## src/common/u712_config.svh

```systemverilog
/*
 * U712 build constants
 * Synchronizer depth and the 68040 SIZ encodings
 */

`ifndef U712_CONFIG_SVH
`define U712_CONFIG_SVH

// Flops between the chipset phase clocks and the CLK40 domain
// Also used for nDBR
`define U712_SYNC_STAGES 2

// 68040 transfer size codes on {SIZ1, SIZ0}
`define U712_SIZ_LONG 2'b00
`define U712_SIZ_BYTE 2'b01
`define U712_SIZ_WORD 2'b10

// Line transfers reach register space as plain long words
`define U712_SIZ_LINE 2'b11

`endif

```

## src/common/u712_pkg.sv

```systemverilog
/*
 * U712 shared types
 * Register cycle states of the chipset bridge and the
 * active-low byte-lane vector seen by the CPU side
 */

package u712_pkg;

    // Chipset register cycle sequence
    // Long and line accesses pass WAITBUS..DATA twice
    typedef enum logic [2:0] {
        // No request, waiting for nREGSPACE
        IDLE    = 3'd0,
        // Chipset holding the bus via nDBR
        WAITBUS = 3'd1,
        // Waiting for the edge that drops nAS
        ADDR    = 3'd2,
        // Waiting for the edge that drops the data strobes
        STROBE  = 3'd3,
        // Strobes active for two half-phase edges
        DATA    = 3'd4,
        // One CLK40 cycle of completion
        ACK     = 3'd5,
        // CPU still holds nREGSPACE low
        RELEASE = 3'd6
    } regCycleState_t;

    // Active-low byte enables
    // Bit 3 is the upper byte (A=0), bit 0 the lowest (A=3)
    typedef logic [3:0] byteLanes_t;

endpackage

```

## src/chipsetRegister/chipsetRegister.sv

```systemverilog
/*
 * Chipset register cycle engine
 * Runs 68000-style nAS/nUDS/nLDS cycles in step with the C1/C3
 * phase clocks, splits long accesses into two words, waits on
 * nDBR and steers the chipset data buffers
 */

`timescale 1ns/1ps
`include "u712_config.svh"

module chipsetRegister (
    input  logic       CLK40,
    input  logic       rst,
    input  logic       C1,
    input  logic       C3,
    input  logic       nDBR,
    input  logic       nREGSPACE,
    input  logic       RnW,
    input  logic       SIZ0,
    input  logic       SIZ1,
    input  logic       nAWE,
    input  logic [1:0] A,
    output logic       nAS,
    output logic       nUDS,
    output logic       nLDS,
    output logic       nREGEN,
    output logic       regTa,
    output logic       nVBEN,
    output logic       nDRDEN,
    output logic       DRDDIR
);

    localparam int SyncN = `U712_SYNC_STAGES;

    // Synchronizer chains, newest sample in bit 0
    logic [SyncN-1:0] c1Sync;
    logic [SyncN-1:0] c3Sync;
    logic [SyncN-1:0] dbrSync;

    // Last synchronized phase levels for edge detect
    logic c1Last;
    logic c3Last;

    logic phaseEdge;
    logic busFree;

    u712_pkg::regCycleState_t state;

    // Second word of a long access
    logic wordCnt;
    // First half-phase of the data window seen
    logic halfCnt;

    logic [1:0] siz;
    logic       twoWords;
    logic       byteAccess;

    ////////////////////////////////////////////////////////////////////
    // Phase clock and nDBR synchronizers
    ////////////////////////////////////////////////////////////////////

    always_ff @(posedge CLK40) begin
        if (rst) begin
            c1Sync  <= '0;
            c3Sync  <= '0;
            // Bus free while in reset
            dbrSync <= '1;
            c1Last  <= 1'b0;
            c3Last  <= 1'b0;
        end else begin
            c1Sync  <= {c1Sync[SyncN-2:0], C1};
            c3Sync  <= {c3Sync[SyncN-2:0], C3};
            dbrSync <= {dbrSync[SyncN-2:0], nDBR};
            c1Last  <= c1Sync[SyncN-1];
            c3Last  <= c3Sync[SyncN-1];
        end
    end

    // Any change of C1 or C3 is one half-phase edge
    assign phaseEdge = (c1Sync[SyncN-1] != c1Last) || (c3Sync[SyncN-1] != c3Last);

    // nDBR high means the chipset has let go
    assign busFree = dbrSync[SyncN-1];

    ////////////////////////////////////////////////////////////////////
    // Access decode
    ////////////////////////////////////////////////////////////////////

    assign siz        = {SIZ1, SIZ0};
    assign byteAccess = (siz == `U712_SIZ_BYTE);

    // Chipset bus is 16 bits wide
    assign twoWords = (siz == `U712_SIZ_LONG) || (siz == `U712_SIZ_LINE);

    ////////////////////////////////////////////////////////////////////
    // Register cycle FSM
    ////////////////////////////////////////////////////////////////////

    always_ff @(posedge CLK40) begin
        if (rst) begin
            state   <= u712_pkg::IDLE;
            nAS     <= 1'b1;
            nUDS    <= 1'b1;
            nLDS    <= 1'b1;
            nREGEN  <= 1'b1;
            wordCnt <= 1'b0;
            halfCnt <= 1'b0;
        end else begin
            case (state)
                u712_pkg::IDLE: begin
                    wordCnt <= 1'b0;
                    if (!nREGSPACE) begin
                        state <= u712_pkg::WAITBUS;
                    end
                end

                u712_pkg::WAITBUS: begin
                    // Stall here for as long as the chipset wants
                    if (busFree) begin
                        state <= u712_pkg::ADDR;
                    end
                end

                u712_pkg::ADDR: begin
                    if (!busFree) begin
                        // Bus taken back before nAS went out
                        state <= u712_pkg::WAITBUS;
                    end else if (phaseEdge) begin
                        nAS    <= 1'b0;
                        nREGEN <= 1'b0;
                        state  <= u712_pkg::STROBE;
                    end
                end

                u712_pkg::STROBE: begin
                    if (phaseEdge) begin
                        // Byte: upper strobe for even, lower for odd
                        nUDS    <= byteAccess && A[0];
                        nLDS    <= byteAccess && !A[0];
                        halfCnt <= 1'b0;
                        state   <= u712_pkg::DATA;
                    end
                end

                u712_pkg::DATA: begin
                    if (phaseEdge) begin
                        if (!halfCnt) begin
                            halfCnt <= 1'b1;
                        end else begin
                            // End of this word
                            nAS  <= 1'b1;
                            nUDS <= 1'b1;
                            nLDS <= 1'b1;
                            if (twoWords && !wordCnt) begin
                                wordCnt <= 1'b1;
                                state   <= u712_pkg::WAITBUS;
                            end else begin
                                nREGEN <= 1'b1;
                                state  <= u712_pkg::ACK;
                            end
                        end
                    end
                end

                u712_pkg::ACK: begin
                    // Single cycle, regTa decoded from it
                    state <= u712_pkg::RELEASE;
                end

                u712_pkg::RELEASE: begin
                    // CPU drops nREGSPACE once it sees nTA
                    if (nREGSPACE) begin
                        state <= u712_pkg::IDLE;
                    end
                end

                default: begin
                    state <= u712_pkg::IDLE;
                end
            endcase
        end
    end

    assign regTa = (state == u712_pkg::ACK);

    ////////////////////////////////////////////////////////////////////
    // Data buffer steering
    ////////////////////////////////////////////////////////////////////

    // Video side buffer tracks the register window
    assign nVBEN = nREGEN;

    // Open while we own the bus, or whenever the chipset writes
    assign nDRDEN = !((!nREGEN && busFree) || !nAWE);

    // Toward the CPU only for register reads
    assign DRDDIR = !nREGEN && RnW;

endmodule

```

## src/logic/byteEnable.sv

```systemverilog
/*
 * CPU byte-lane decode
 * Turns RnW, SIZ and the low address bits into the four
 * active-low byte enables of the 32-bit CPU data bus
 */

`timescale 1ns/1ps
`include "u712_config.svh"

module byteEnable (
    input  logic                 RnW,
    input  logic                 SIZ0,
    input  logic                 SIZ1,
    input  logic [1:0]           A,
    output u712_pkg::byteLanes_t lanes
);

    // Size code as one field
    logic [1:0] siz;

    assign siz = {SIZ1, SIZ0};

    ////////////////////////////////////////////////////////////////////
    // Lane table
    ////////////////////////////////////////////////////////////////////

    always_comb begin
        // Reads drive every lane, the CPU picks its bytes
        lanes = 4'b0000;
        if (!RnW) begin
            case (siz)
                `U712_SIZ_BYTE: begin
                    // Single lane picked by the offset
                    case (A)
                        2'd0:    lanes = 4'b0111;
                        2'd1:    lanes = 4'b1011;
                        2'd2:    lanes = 4'b1101;
                        default: lanes = 4'b1110;
                    endcase
                end
                `U712_SIZ_WORD: begin
                    // Upper or lower half by A1
                    if (A[1]) begin
                        lanes = 4'b1100;
                    end else begin
                        lanes = 4'b0011;
                    end
                end
                `U712_SIZ_LONG: begin
                    lanes = 4'b0000;
                end
                `U712_SIZ_LINE: begin
                    // Same as long in register space
                    lanes = 4'b0000;
                end
                default: begin
                    lanes = 4'b0000;
                end
            endcase
        end
    end

endmodule

```

## src/logic/transferAck.sv

```systemverilog
/*
 * 68040 transfer acknowledge
 * Registers the register-cycle completion pulse into a
 * single-cycle active-low nTA
 */

`timescale 1ns/1ps

module transferAck (
    input  logic CLK40,
    input  logic rst,
    input  logic regTa,
    input  logic nREGSPACE,
    output logic nTA
);

    // Request still pending on the CPU side
    logic reqLive;
    // Acknowledge wanted this cycle
    logic ackNext;

    assign reqLive = !nREGSPACE;

    // Never two low cycles in a row
    assign ackNext = regTa && reqLive && nTA;

    ////////////////////////////////////////////////////////////////////
    // nTA register
    ////////////////////////////////////////////////////////////////////

    always_ff @(posedge CLK40) begin
        if (rst) begin
            nTA <= 1'b1;
        end else begin
            // Withdrawn requests get no acknowledge
            nTA <= !ackNext;
        end
    end

endmodule

```

## src/logic/u712Top.sv

```systemverilog
/*
 * U712 register bridge top
 * CPU byte enables, chipset register cycle engine and
 * 68040 transfer acknowledge
 */

`timescale 1ns/1ps

module u712Top (
    input  logic       CLK40,
    input  logic       rst,
    input  logic       RnW,
    input  logic       SIZ0,
    input  logic       SIZ1,
    input  logic [1:0] A,
    input  logic       nREGSPACE,
    input  logic       C1,
    input  logic       C3,
    input  logic       nDBR,
    input  logic       nAWE,
    output logic       nUUBE,
    output logic       nUMBE,
    output logic       nLMBE,
    output logic       nLLBE,
    output logic       nAS,
    output logic       nUDS,
    output logic       nLDS,
    output logic       nREGEN,
    output logic       nTA,
    output logic       nVBEN,
    output logic       nDRDEN,
    output logic       DRDDIR
);

    u712_pkg::byteLanes_t lanes;
    logic                 regTa;

    ////////////////////////////////////////////////////////////////////
    // CPU byte enables
    ////////////////////////////////////////////////////////////////////

    byteEnable uByteEnable (
        .RnW   (RnW),
        .SIZ0  (SIZ0),
        .SIZ1  (SIZ1),
        .A     (A),
        .lanes (lanes)
    );

    // Upper byte on bit 3
    assign nUUBE = lanes[3];
    assign nUMBE = lanes[2];
    assign nLMBE = lanes[1];
    assign nLLBE = lanes[0];

    ////////////////////////////////////////////////////////////////////
    // Chipset register cycles and buffers
    ////////////////////////////////////////////////////////////////////

    chipsetRegister uChipsetRegister (
        .CLK40     (CLK40),
        .rst       (rst),
        .C1        (C1),
        .C3        (C3),
        .nDBR      (nDBR),
        .nREGSPACE (nREGSPACE),
        .RnW       (RnW),
        .SIZ0      (SIZ0),
        .SIZ1      (SIZ1),
        .nAWE      (nAWE),
        .A         (A),
        .nAS       (nAS),
        .nUDS      (nUDS),
        .nLDS      (nLDS),
        .nREGEN    (nREGEN),
        .regTa     (regTa),
        .nVBEN     (nVBEN),
        .nDRDEN    (nDRDEN),
        .DRDDIR    (DRDDIR)
    );

    // CPU acknowledge
    transferAck uTransferAck (
        .CLK40     (CLK40),
        .rst       (rst),
        .regTa     (regTa),
        .nREGSPACE (nREGSPACE),
        .nTA       (nTA)
    );

endmodule

```

## config.mk

```make
export PLATFORM = sky130hd
export DESIGN_NAME = u712Top
export DESIGN_NICKNAME = d
export VERILOG_FILES = /design/src/common/u712_pkg.sv /design/src/chipsetRegister/chipsetRegister.sv /design/src/logic/byteEnable.sv /design/src/logic/transferAck.sv /design/src/logic/u712Top.sv
export VERILOG_INCLUDE_DIRS = /design/src /design/src/common
export SDC_FILE = /design/constraint.sdc
export NUM_CORES = 1
export LEC_CHECK = 0
export ABC_CLOCK_PERIOD_IN_PS = 1800
export BUFFER_PORTS_ARGS = -buffer_cell sky130_fd_sc_hd__buf_2
export CORE_MARGIN = 2
export CORE_UTILIZATION = 40
export CTS_CLUSTER_SIZE = 10
export DETAILED_ROUTE_END_ITERATION = 12
export PLACE_DENSITY_LB_ADDON = 0.15
export SYNTH_ARGS = -nofsm -noshare
export SYNTH_HDL_FRONTEND = slang
export SYNTH_HIERARCHICAL = 1
export SYNTH_SLANG_ARGS = --single-unit
```

## constraint.sdc

```tcl
create_clock -name CLK40 -period 1.8 [get_ports CLK40]
set_input_delay 0.18 -clock CLK40 [delete_from_list [all_inputs] [get_ports CLK40]]
set_output_delay 0.18 -clock CLK40 [all_outputs]
set_load 0.005 [all_outputs]
```

======== Word-level counts from Yosys, hierarchy flattened ========
Cells that the tools add are included.
operators by class
  equal/unequal tests ..................... 24
  reductions and logical operators ........ 30
  multiplexer cells ....................... 33
operators by type and width
  cell                                                              count
  3-bit two-way mux                                                 9
  4-bit one-hot mux with 3 select lines                             2
  3-bit one-hot mux with 7 select lines                             1
  2-bit by 1-bit != test with 1-bit output (second input constant)  7
  1-bit two-way mux                                                 13
  1-bit one-hot mux with 2 select lines                             6
  3-bit == test (second input constant)                             3
  4-bit two-way mux                                                 2
  4-bit AND reduction                                               2
  1-bit logical AND                                                 7
  1-bit logical NOT                                                 7
  7-bit AND reduction                                               1
  2-bit == test (second input constant)                             3
  3-bit by 2-bit == test with 1-bit output (second input constant)  2
  2-bit != test (second input constant)                             3
  6-bit AND reduction                                               1
  2-bit nonzero test                                                3
  5-bit AND reduction                                               1
  2-bit by 1-bit == test with 1-bit output (second input constant)  2
  2-bit logical NOT                                                 2
  3-bit by 1-bit == test with 1-bit output (second input constant)  1
  3-bit logical NOT                                                 1
  1-bit logical OR                                                  3
  3-bit != test (second input constant)                             1
  3 further kinds                                                   4
storage, ports and cells
  logic and storage cells ................. 100
  input port bits ......................... 12
  flip-flop bits (word level) ............. 18
  output and inout port bits .............. 12

======== Logic depth before layout (Yosys ltp) ========
Gate-level depths: netlist (run 1).
  depth after elaboration ................. 7
  gate-level depth with buffers ........... 6
  mapped depth without buffers ............ 6

======== By module ========
Netlist (run 1), hierarchy kept.
by module, submodules not included
  module           area each (um^2)  instances  cells an instance
  chipsetRegister  862.1             1          91
  byteEnable       75.1              1          14
  transferAck      31.3              1          2

======== Worst setup path after synthesis (run 1) ========
No wires, ideal clock.
  kind .................................... flip-flop to flip-flop
  start ................................... register uChipsetRegister.c3Sync[1]
  end ..................................... register uChipsetRegister.state[2]
  clock period less this slack ............ 1.449 ns
  data required time ...................... 1.680 ns
  slack ................................... 0.351 ns
  stages on the path, launching flop included .. 5
  arrival time ............................ 1.329 ns
  setup time .............................. 0.120 ns
  path through ............................ dfxtp_1 > xor2_2 > o41ai_2 > a211o_1 > o31a_1
on the way
  longest elaborated chain between the ends .. 4
  elaborated cells on any way between the ends .. 6
ends and longest elaborated chain
  what                                                                                               line                    RTL
  start: declaration                                                                                 chipsetRegister.sv:37   logic [SyncN-1:0] c3Sync;
  start signal: assignment                                                                           chipsetRegister.sv:72   c3Sync <= {c3Sync[SyncN-2:0], C3};
  1-bit != test (*)                                                                                  chipsetRegister.sv:80   assign phaseEdge = (c1Sync[SyncN-1] != c1Last) || (c3Sync[SyncN-1] != c3Last);
  1-bit logical OR (*)                                                                               chipsetRegister.sv:80
  3-bit != test (no source line) / 2-bit by 1-bit != test with 1-bit output (equally long branches)  -
  7-bit AND reduction (no source line) (*)                                                           -
  end signal: assignment                                                                             chipsetRegister.sv:101  state <= u712_pkg::IDLE;
  end signal: assignment                                                                             chipsetRegister.sv:113  state <= u712_pkg::WAITBUS;
  end signal: assignment                                                                             chipsetRegister.sv:120  state <= u712_pkg::ADDR;
  end: declaration                                                                                   chipsetRegister.sv:47   u712_pkg::regCycleState_t state;
Mark *: on every way between the ends. The rest lies on a longest branch, timed or not.
A chain may end at the register's enable or synchronous reset.

======== Final worst setup path (run 1) ========
  start ................................... register uChipsetRegister.state[1]
  end ..................................... register uChipsetRegister.state[1]
on the way
  longest elaborated chain between the ends .. 3
  elaborated cells on any way between the ends .. 16
ends and longest elaborated chain
  what                                                              line                    RTL
  3-bit by 2-bit == test with 1-bit output (tied with other cells)  chipsetRegister.sv:109  case (state)
  3-bit != test (no source line) (tied with other cells)            -
  7-bit AND reduction (no source line)                              -
Several ways; a longest one is shown, not always the timed one.

==> results of run 1 <==
[cell usage after synthesis, types with 2 or more instances]
| cell type | count |
|---|---|
| xor2_2 | 2 |
| a31oi_1 | 2 |
| nand4bb_1 | 2 |
| o21ai_0 | 6 |
| or2_2 | 3 |
| buf_4 | 2 |
| nor2_1 | 7 |
| nand2_1 | 3 |
| nor3_1 | 3 |
| a211o_1 | 4 |
| nor2b_1 | 7 |
| or2b_1 | 2 |
| inv_1 | 6 |
| a21oi_1 | 8 |
| nand2b_1 | 3 |
| a211oi_1 | 2 |
| nor3b_1 | 2 |
| dfxtp_1 | 18 |
[layout make-up]
| cell class | instances | share of cell area |
|---|---|---|
| repair buffers | 23 | 0.103 |
| inverters | 6 | 0.0202 |
| multi-input cells | 77 | 0.485 |
| well taps | 28 | 0.0315 |
| flip-flops and latches | 18 | 0.327 |
| clock buffers | 4 | 0.0326 |
[power by group]
group          total (mW)  internal, mW  switching, mW
clock               0.256         0.123          0.133
sequential          0.548         0.454         0.0943
combinational       0.384         0.188          0.196
total                1.19         0.765          0.423
[critical path: stages (launching register included)]
cell	delay (ns)
dfxtp_2	0.45
or2b_1	0.28
o41ai_2	0.39
a2111oi_0	0.19
a211oi_1	0.28
[worst min path at each step]
| stage | startpoint | endpoint | slack, ns | depth (start not counted) |
|---|---|---|---|---|
| after detailed placement | nDBR | uChipsetRegister/dbrSync[0] | 0.37 | 2 |
| after global routing | nDBR | uChipsetRegister/dbrSync[0] | 0.04 | 2 |
| final | nDBR | uChipsetRegister/dbrSync[0] | 0.06 | 2 |
| after global placement | nDBR | uChipsetRegister/dbrSync[0] | 0.37 | 2 |
| after CTS | nDBR | uChipsetRegister/dbrSync[0] | 0.05 | 2 |
| after floorplan | nDBR | uChipsetRegister/dbrSync[0] | 0.28 | 1 |
[layer usage]
layer | global-route usage | vias up | part of all wire
met5 | 0 | - | 0
met4 | 0.0812 | 0 | 0.014
met3 | 0.0282 | 4 | 0.027
met2 | 0.259 | 17 | 0.48
met1 | 0.213 | 398 | 0.48
li1 | - | 425 | -
[state kept, by name, summed over array words and instances (netlist names)]
name,flops
uChipsetRegister/c1Last,1
uChipsetRegister/dbrSync,2
uChipsetRegister/nAS,1
uChipsetRegister/halfCnt,1
uChipsetRegister/nREGEN,1
uChipsetRegister/c3Last,1
uChipsetRegister/c3Sync,2
uChipsetRegister/wordCnt,1
uTransferAck/nTA,1
uChipsetRegister/nUDS,1
uChipsetRegister/nLDS,1
uChipsetRegister/state,3
uChipsetRegister/c1Sync,2
[repair_timing]
item,in CTS,in global routing
buffers inserted,0,0
gates resized for setup,0,3
endpoints found under the setup margin,0,2
[placed cells by master (no fill, tap or decap), types with 2 or more instances in the layout]
master,count
a211o_1,4
nor3_1,3
xor2_2,2
clkbuf_4,3
dfxtp_1,15
a211oi_1,2
nand2b_1,3
a21oi_1,8
nand2_1,3
buf_2,23
nor2b_1,7
nor3b_1,2
nor2_1,7
or2b_1,2
or2_2,3
dfxtp_2,3
inv_1,6
o21ai_0,6
nand4bb_1,2
a31oi_1,2
[metrics by stage]
step                      setup slack (ns)   util  hold WS [ns]  total power [mW]
final                                0.118  0.493        0.0588              1.19
after global routing                0.0461  0.493        0.0449              1.26
after CTS                           0.0730  0.492        0.0496              1.18
after detailed placement             0.105  0.476         0.369             0.920
after global placement               0.206  0.476         0.368             0.904
after floorplan                      0.351      -         0.284             0.850
[kinds of logic after synthesis]
group | Yosys count | share of synthesized area
buffers and inverters | 12 | 0.0710
multiplexers | 1 | 0.0103
AND/OR/NAND/NOR | 41 | 0.271
AO/OA/AOI/OAI | 32 | 0.229
XOR/XNOR | 2 | 0.0336
flip-flops | 18 | 0.372
adder cells (fa/ha/maj) | 1 | 0.0129
==> reports/results.tsv, run 1 <==
stage	metric	value	unit
outcome	status	finished, final reports clean	
yosys	ys_seq_elements	18	
placement	dpl_cell_area	1070	um2
placement	port_buffers	23	
yosys	synth-main-ff-cell	dfxtp_1	
critical_path	crit_path_start_kind	register	
critical_path	setup.worst_path.start	uChipsetRegister/state[1]	
critical_path	required	2.00	ns
yosys	synth_edf_count	0	
routing	wirelength	2.07	mm
clock_network	cts_buffers	3	
floorplanning	io_pins	24	
timing	rsz0062_at_grt	no	
layout	design_area	1110	um2
placement	dp.final_hpwl	1.47	mm
layout	nNetsFinal	142	
floorplanning	dieArea	2830	um2
yosys	ys_types	43	
timing	slew_viol_final	0	
flow_run	cap_violations	0	
floorplanning	die_h	53.2	um
timing	period_needed	1.68	ns
power_and_ir_drop	vdd_drop_max	0.000550	V
routing	first_pass_iters	4	
floorplanning	fp.dieW	53.2	um
yosys	synth_warnings	6	
clock_network	cts_tree	built	
clock_network	clock_sinks	18	
timing	timing.fmax	595	MHz
power_and_ir_drop	p_per_area	1070	nW/um2
clock_network	h-tree-depth	1	
critical_path	r2r-end	uChipsetRegister/state[1]	
yosys	synth_top_area_share	0.372	
clock_network	cts-root-buf	clkbuf_4	
yosys	synth_nets	120	
layout	regArea	364	um2
layout	drive_gt1_frac	0.320	
routing	drc	0	
clock_network	clock_path_buffers	2	
routing	wl_per_cell	13.3	um
grt	grt_pass1_vias	793	
timing	finalSetupViolCount	0	
layout	antenna_cells	0	
power_and_ir_drop	power.leakage	0.460	nW
yosys	synthTopCellsByArea	dfxtp_1 (37%), nor2b_1 (4.5%), a21oi_1 (4.1%)	
timing	fin_worst_skew	0.00190	ns
critical_path	cp.arrival	1.88	ns
timing	hold_viol	0	
yosys	syn_avg_cell_area	9.05	um2
grt	grtUsageTotal	0.164	
yosys	yosysTopAreaCell	dfxtp_1	
timing	finalSetupTns	0	ns
timing	tightest_slew	0.452	ns
layout	fill_cells	244	
layout	multi_input_area	539	um2
layout	syn_to_final_growth	14.9	%
yosys	synth-async-reset-ratio	0	
routing	vias_per_cell	5.41	
critical_path	r2r_slack	0.12	ns
critical_path	worstPathMaxFanout	11	
floorplanning	design.core.area	2250	um2
yosys	syn-instance-count	107	
grt	antenna_found_initial	0	
timing	post-route-period-util	0.934	
floorplanning	num_rows	17	
critical_path	endpoint	uChipsetRegister/state[1]	
critical_path	endpoint_kind	register	
critical_path	r2r_cells	4	
floorplanning	initial_core_util	0.430	
critical_path	critical_path_class	reg -> reg	
grt	grt_pass1_wl	3.40	mm
clock_network	clk_latency	0.29	ns
routing	via_count	844	
placement	place_inst	152	
clock_network	hold_buffers	0	
yosys	syn_area	968	um2
layout	fin_cells	156	
routing	drtIter0Drc	12	
worst_hold_path	hold_path_class	in -> reg	
grt	grt_max_degree	20	
yosys	yosysSeqAreaShare	0.372	
grt	overflow	0	
routing	drtAntennaViolNets	0	
clock_network	clkTransAtPathRegs	0.11	ns
critical_path	rr_startpoint	uChipsetRegister/state[1]	
timing	max_slew_margin	0.691	
placement	place.gp.congestion	0.907	
Note: power is estimated with default switching activity, not from simulation.
==> run 2, diff against run 1 <==
--- a/config.mk
+++ b/config.mk
@@ -12,6 +12,7 @@
 export CORE_UTILIZATION = 40
 export CTS_CLUSTER_SIZE = 10
 export DETAILED_ROUTE_END_ITERATION = 12
+export MAX_ROUTING_LAYER = met4
 export PLACE_DENSITY_LB_ADDON = 0.15
 export SYNTH_ARGS = -nofsm -noshare
 export SYNTH_HDL_FRONTEND = slang
==> run 2 against run 1 <==
Clock skew increased by 0.0051 ns; worst hold slack improved by 0.0048 ns; count of clock-buffer cells in the layout unchanged; worst setup slack got worse by 0.064 ns; flip-flop and latch count unchanged; global-route usage decreased by 0.77 points; register-to-register slack got worse by 0.06 ns; critical path depth unchanged; clock power decreased by 2%; non-clock buffer count unchanged.
==> reports/results.tsv, run 2 (synthesized netlist as in run 1, its figures left out) <==
stage	metric	value	unit
timing	slew_viol_final	0	
routing	wirelength	1.98	mm
layout	nNetsFinal	142	
critical_path	crit_chain	or2b_1 > o41ai_2 > a2111oi_0 > a211oi_1	
timing	finalSetupTns	0	ns
worst_hold_path	min_from	nDBR	
layout	final_cell_mix	buf_2 (23), dfxtp_1 (18), a21oi_1 (8), nor2_1 (7), nor2b_1 (7)	
timing	tightest_slew	0.436	ns
clock_network	clock_path_buffers	2	
clock_network	clock_sinks	18	
power_and_ir_drop	power.leakage	0.459	nW
placement	place.gp.congestion	0.880	
clock_network	hold_buffers	0	
power_and_ir_drop	p_per_area	1050	nW/um2
routing	via_count	861	
timing	rsz0062_at_grt	no	
routing	routed-wl-met2	986	um
layout	antenna_cells	0	
grt	grtUsageTotal	0.156	
routing	first_pass_iters	4	
flow_run	cap_violations	0	
critical_path	r2r-end	uChipsetRegister/state[1]	
timing	timing.fmax	573	MHz
clock_network	cts_resized	0	
timing	finalSetupViolCount	0	
timing	fin_worst_skew	0.00704	ns
floorplanning	design.core.area	2250	um2
critical_path	rr_startpoint	uChipsetRegister/state[1]	
routing	drtIter0Drc	32	
floorplanning	io_pins	24	
placement	dp.final_hpwl	1.46	mm
timing	post-route-period-util	0.970	
clock_network	cts-root-buf	clkbuf_4	
timing	max_slew_margin	0.702	
timing	hold_viol	0	
routing	wl_per_cell	12.7	um
clock_network	post_cts_buffers	0	
clock_network	clk_latency	0.29	ns
layout	drive_gt1_frac	0.297	
grt	grt_pass1_vias	724	
critical_path	crit_path_start_kind	register	
critical_path	cp_slowest_cell	dfxtp_1	
critical_path	critical_path_class	reg -> reg	
routing	met1Wirelength	871	um
outcome	status	finished, final reports clean	
floorplanning	initial_core_util	0.430	
floorplanning	dieArea	2830	um2
routing	dr_wl_met3	110	um
timing	period_needed	1.75	ns
critical_path	cp.arrival	1.96	ns
grt	grt_max_degree	20	
layout	syn_to_final_growth	14.5	%
clock_network	cts_buffers	3	
power_and_ir_drop	vdd_drop_max	0.000449	V
critical_path	critical-path-max-stage-delay	0.52	ns
grt	antenna_found_initial	0	
layout	final_common_cell	buf_2	
critical_path	required	2.01	ns
grt	grt_pass1_wl	3.16	mm
clock_network	cts_tree	built	
worst_hold_path	hold_path_class	in -> reg	
worst_hold_path	whs_path_depth	2	
critical_path	worstPathMaxFanout	11	
placement	port_buffers	23	
layout	regMostFlops	uChipsetRegister/state	
critical_path	r2r_slack	0.05	ns
routing	drc	0	
clock_network	clkTransAtPathRegs	0.11	ns
clock_network	h-tree-depth	1	
grt	overflow	0	
floorplanning	fp.dieW	53.2	um
floorplanning	num_rows	17	
timing	setup_ws	0.0538	ns
critical_path	endpoint_kind	register	
critical_path	r2r_cells	4	
floorplanning	die_h	53.2	um
routing	vias_per_cell	5.52	
layout	largest_reg_flops	3	
worst_hold_path	min_to	uChipsetRegister/dbrSync[0]	
routing	drtAntennaViolNets	0	
placement	dp_slack	0.176	ns
routing	top_layer	met4	
run 2: changes by cell type in the layout (fill, tap and decap cells not counted):
cell,before,now
dfxtp_1,15,18
dfxtp_2,3,0
run 2: worst max-delay path by stage:
| stage | startpoint | to | slack [ns] |
|---|---|---|---|
| floorplan | uChipsetRegister/c3Sync[1] | uChipsetRegister/state[2] | 0.35 |
| global placement | uChipsetRegister/c3Sync[1] | uChipsetRegister/state[2] | 0.19 |
| detailed placement | uChipsetRegister/state[1] | uChipsetRegister/state[0] | 0.18 |
| CTS | uChipsetRegister/state[1] | uChipsetRegister/state[1] | 0.13 |
| global route | uChipsetRegister/state[1] | uChipsetRegister/state[1] | 0.03 |
| finish | uChipsetRegister/state[1] | uChipsetRegister/state[1] | 0.05 |
run 2: metal layers:
layer  vias to the layer above  track usage
met3                         2       0.0508
met2                        35        0.253
met4                         0       0.0256
met5                         -            -
li1                        423            -
met1                       401        0.192
run 2: layout make-up:
| cell class | count | area, um2 |
|---|---|---|
| inverter | 6 | 22.5 |
| tap | 28 | 35.0 |
| clock buffer | 4 | 36.3 |
| multi-input combinational | 77 | 539 |
| fill | 227 | 1150 |
| timing repair buffer | 23 | 115 |
| sequential | 18 | 360 |
run 2: where the power goes:
group	switching [mW]	leakage, nW	total, mW	internal [mW]
logic	0.190	0.290	0.379	0.188
clock network	0.128	0.0210	0.251	0.123
registers	0.0899	0.148	0.537	0.447
total	0.408	0.459	1.17	0.758
run 2: through the flow:
| step | power, mW | util | instance area, um2 | hold WS, ns | instances |
|---|---|---|---|---|---|
| after floorplan | 0.850 | - | 968 | 0.284 | 107 |
| after global placement | 0.905 | 0.476 | 1070 | 0.368 | 152 |
| after detailed placement | 0.914 | 0.476 | 1070 | 0.366 | 152 |
| after CTS | 1.17 | 0.492 | 1110 | 0.0483 | 156 |
| after global routing | 1.24 | 0.492 | 1110 | 0.0517 | 156 |
| final | 1.17 | 0.492 | 1110 | 0.0635 | 156 |
run 2: critical path, delay by kind of cell (launching register included):
kind	cells	cell delay, ns
compound gates	3	0.85
flops	1	0.52
simple gates	1	0.29
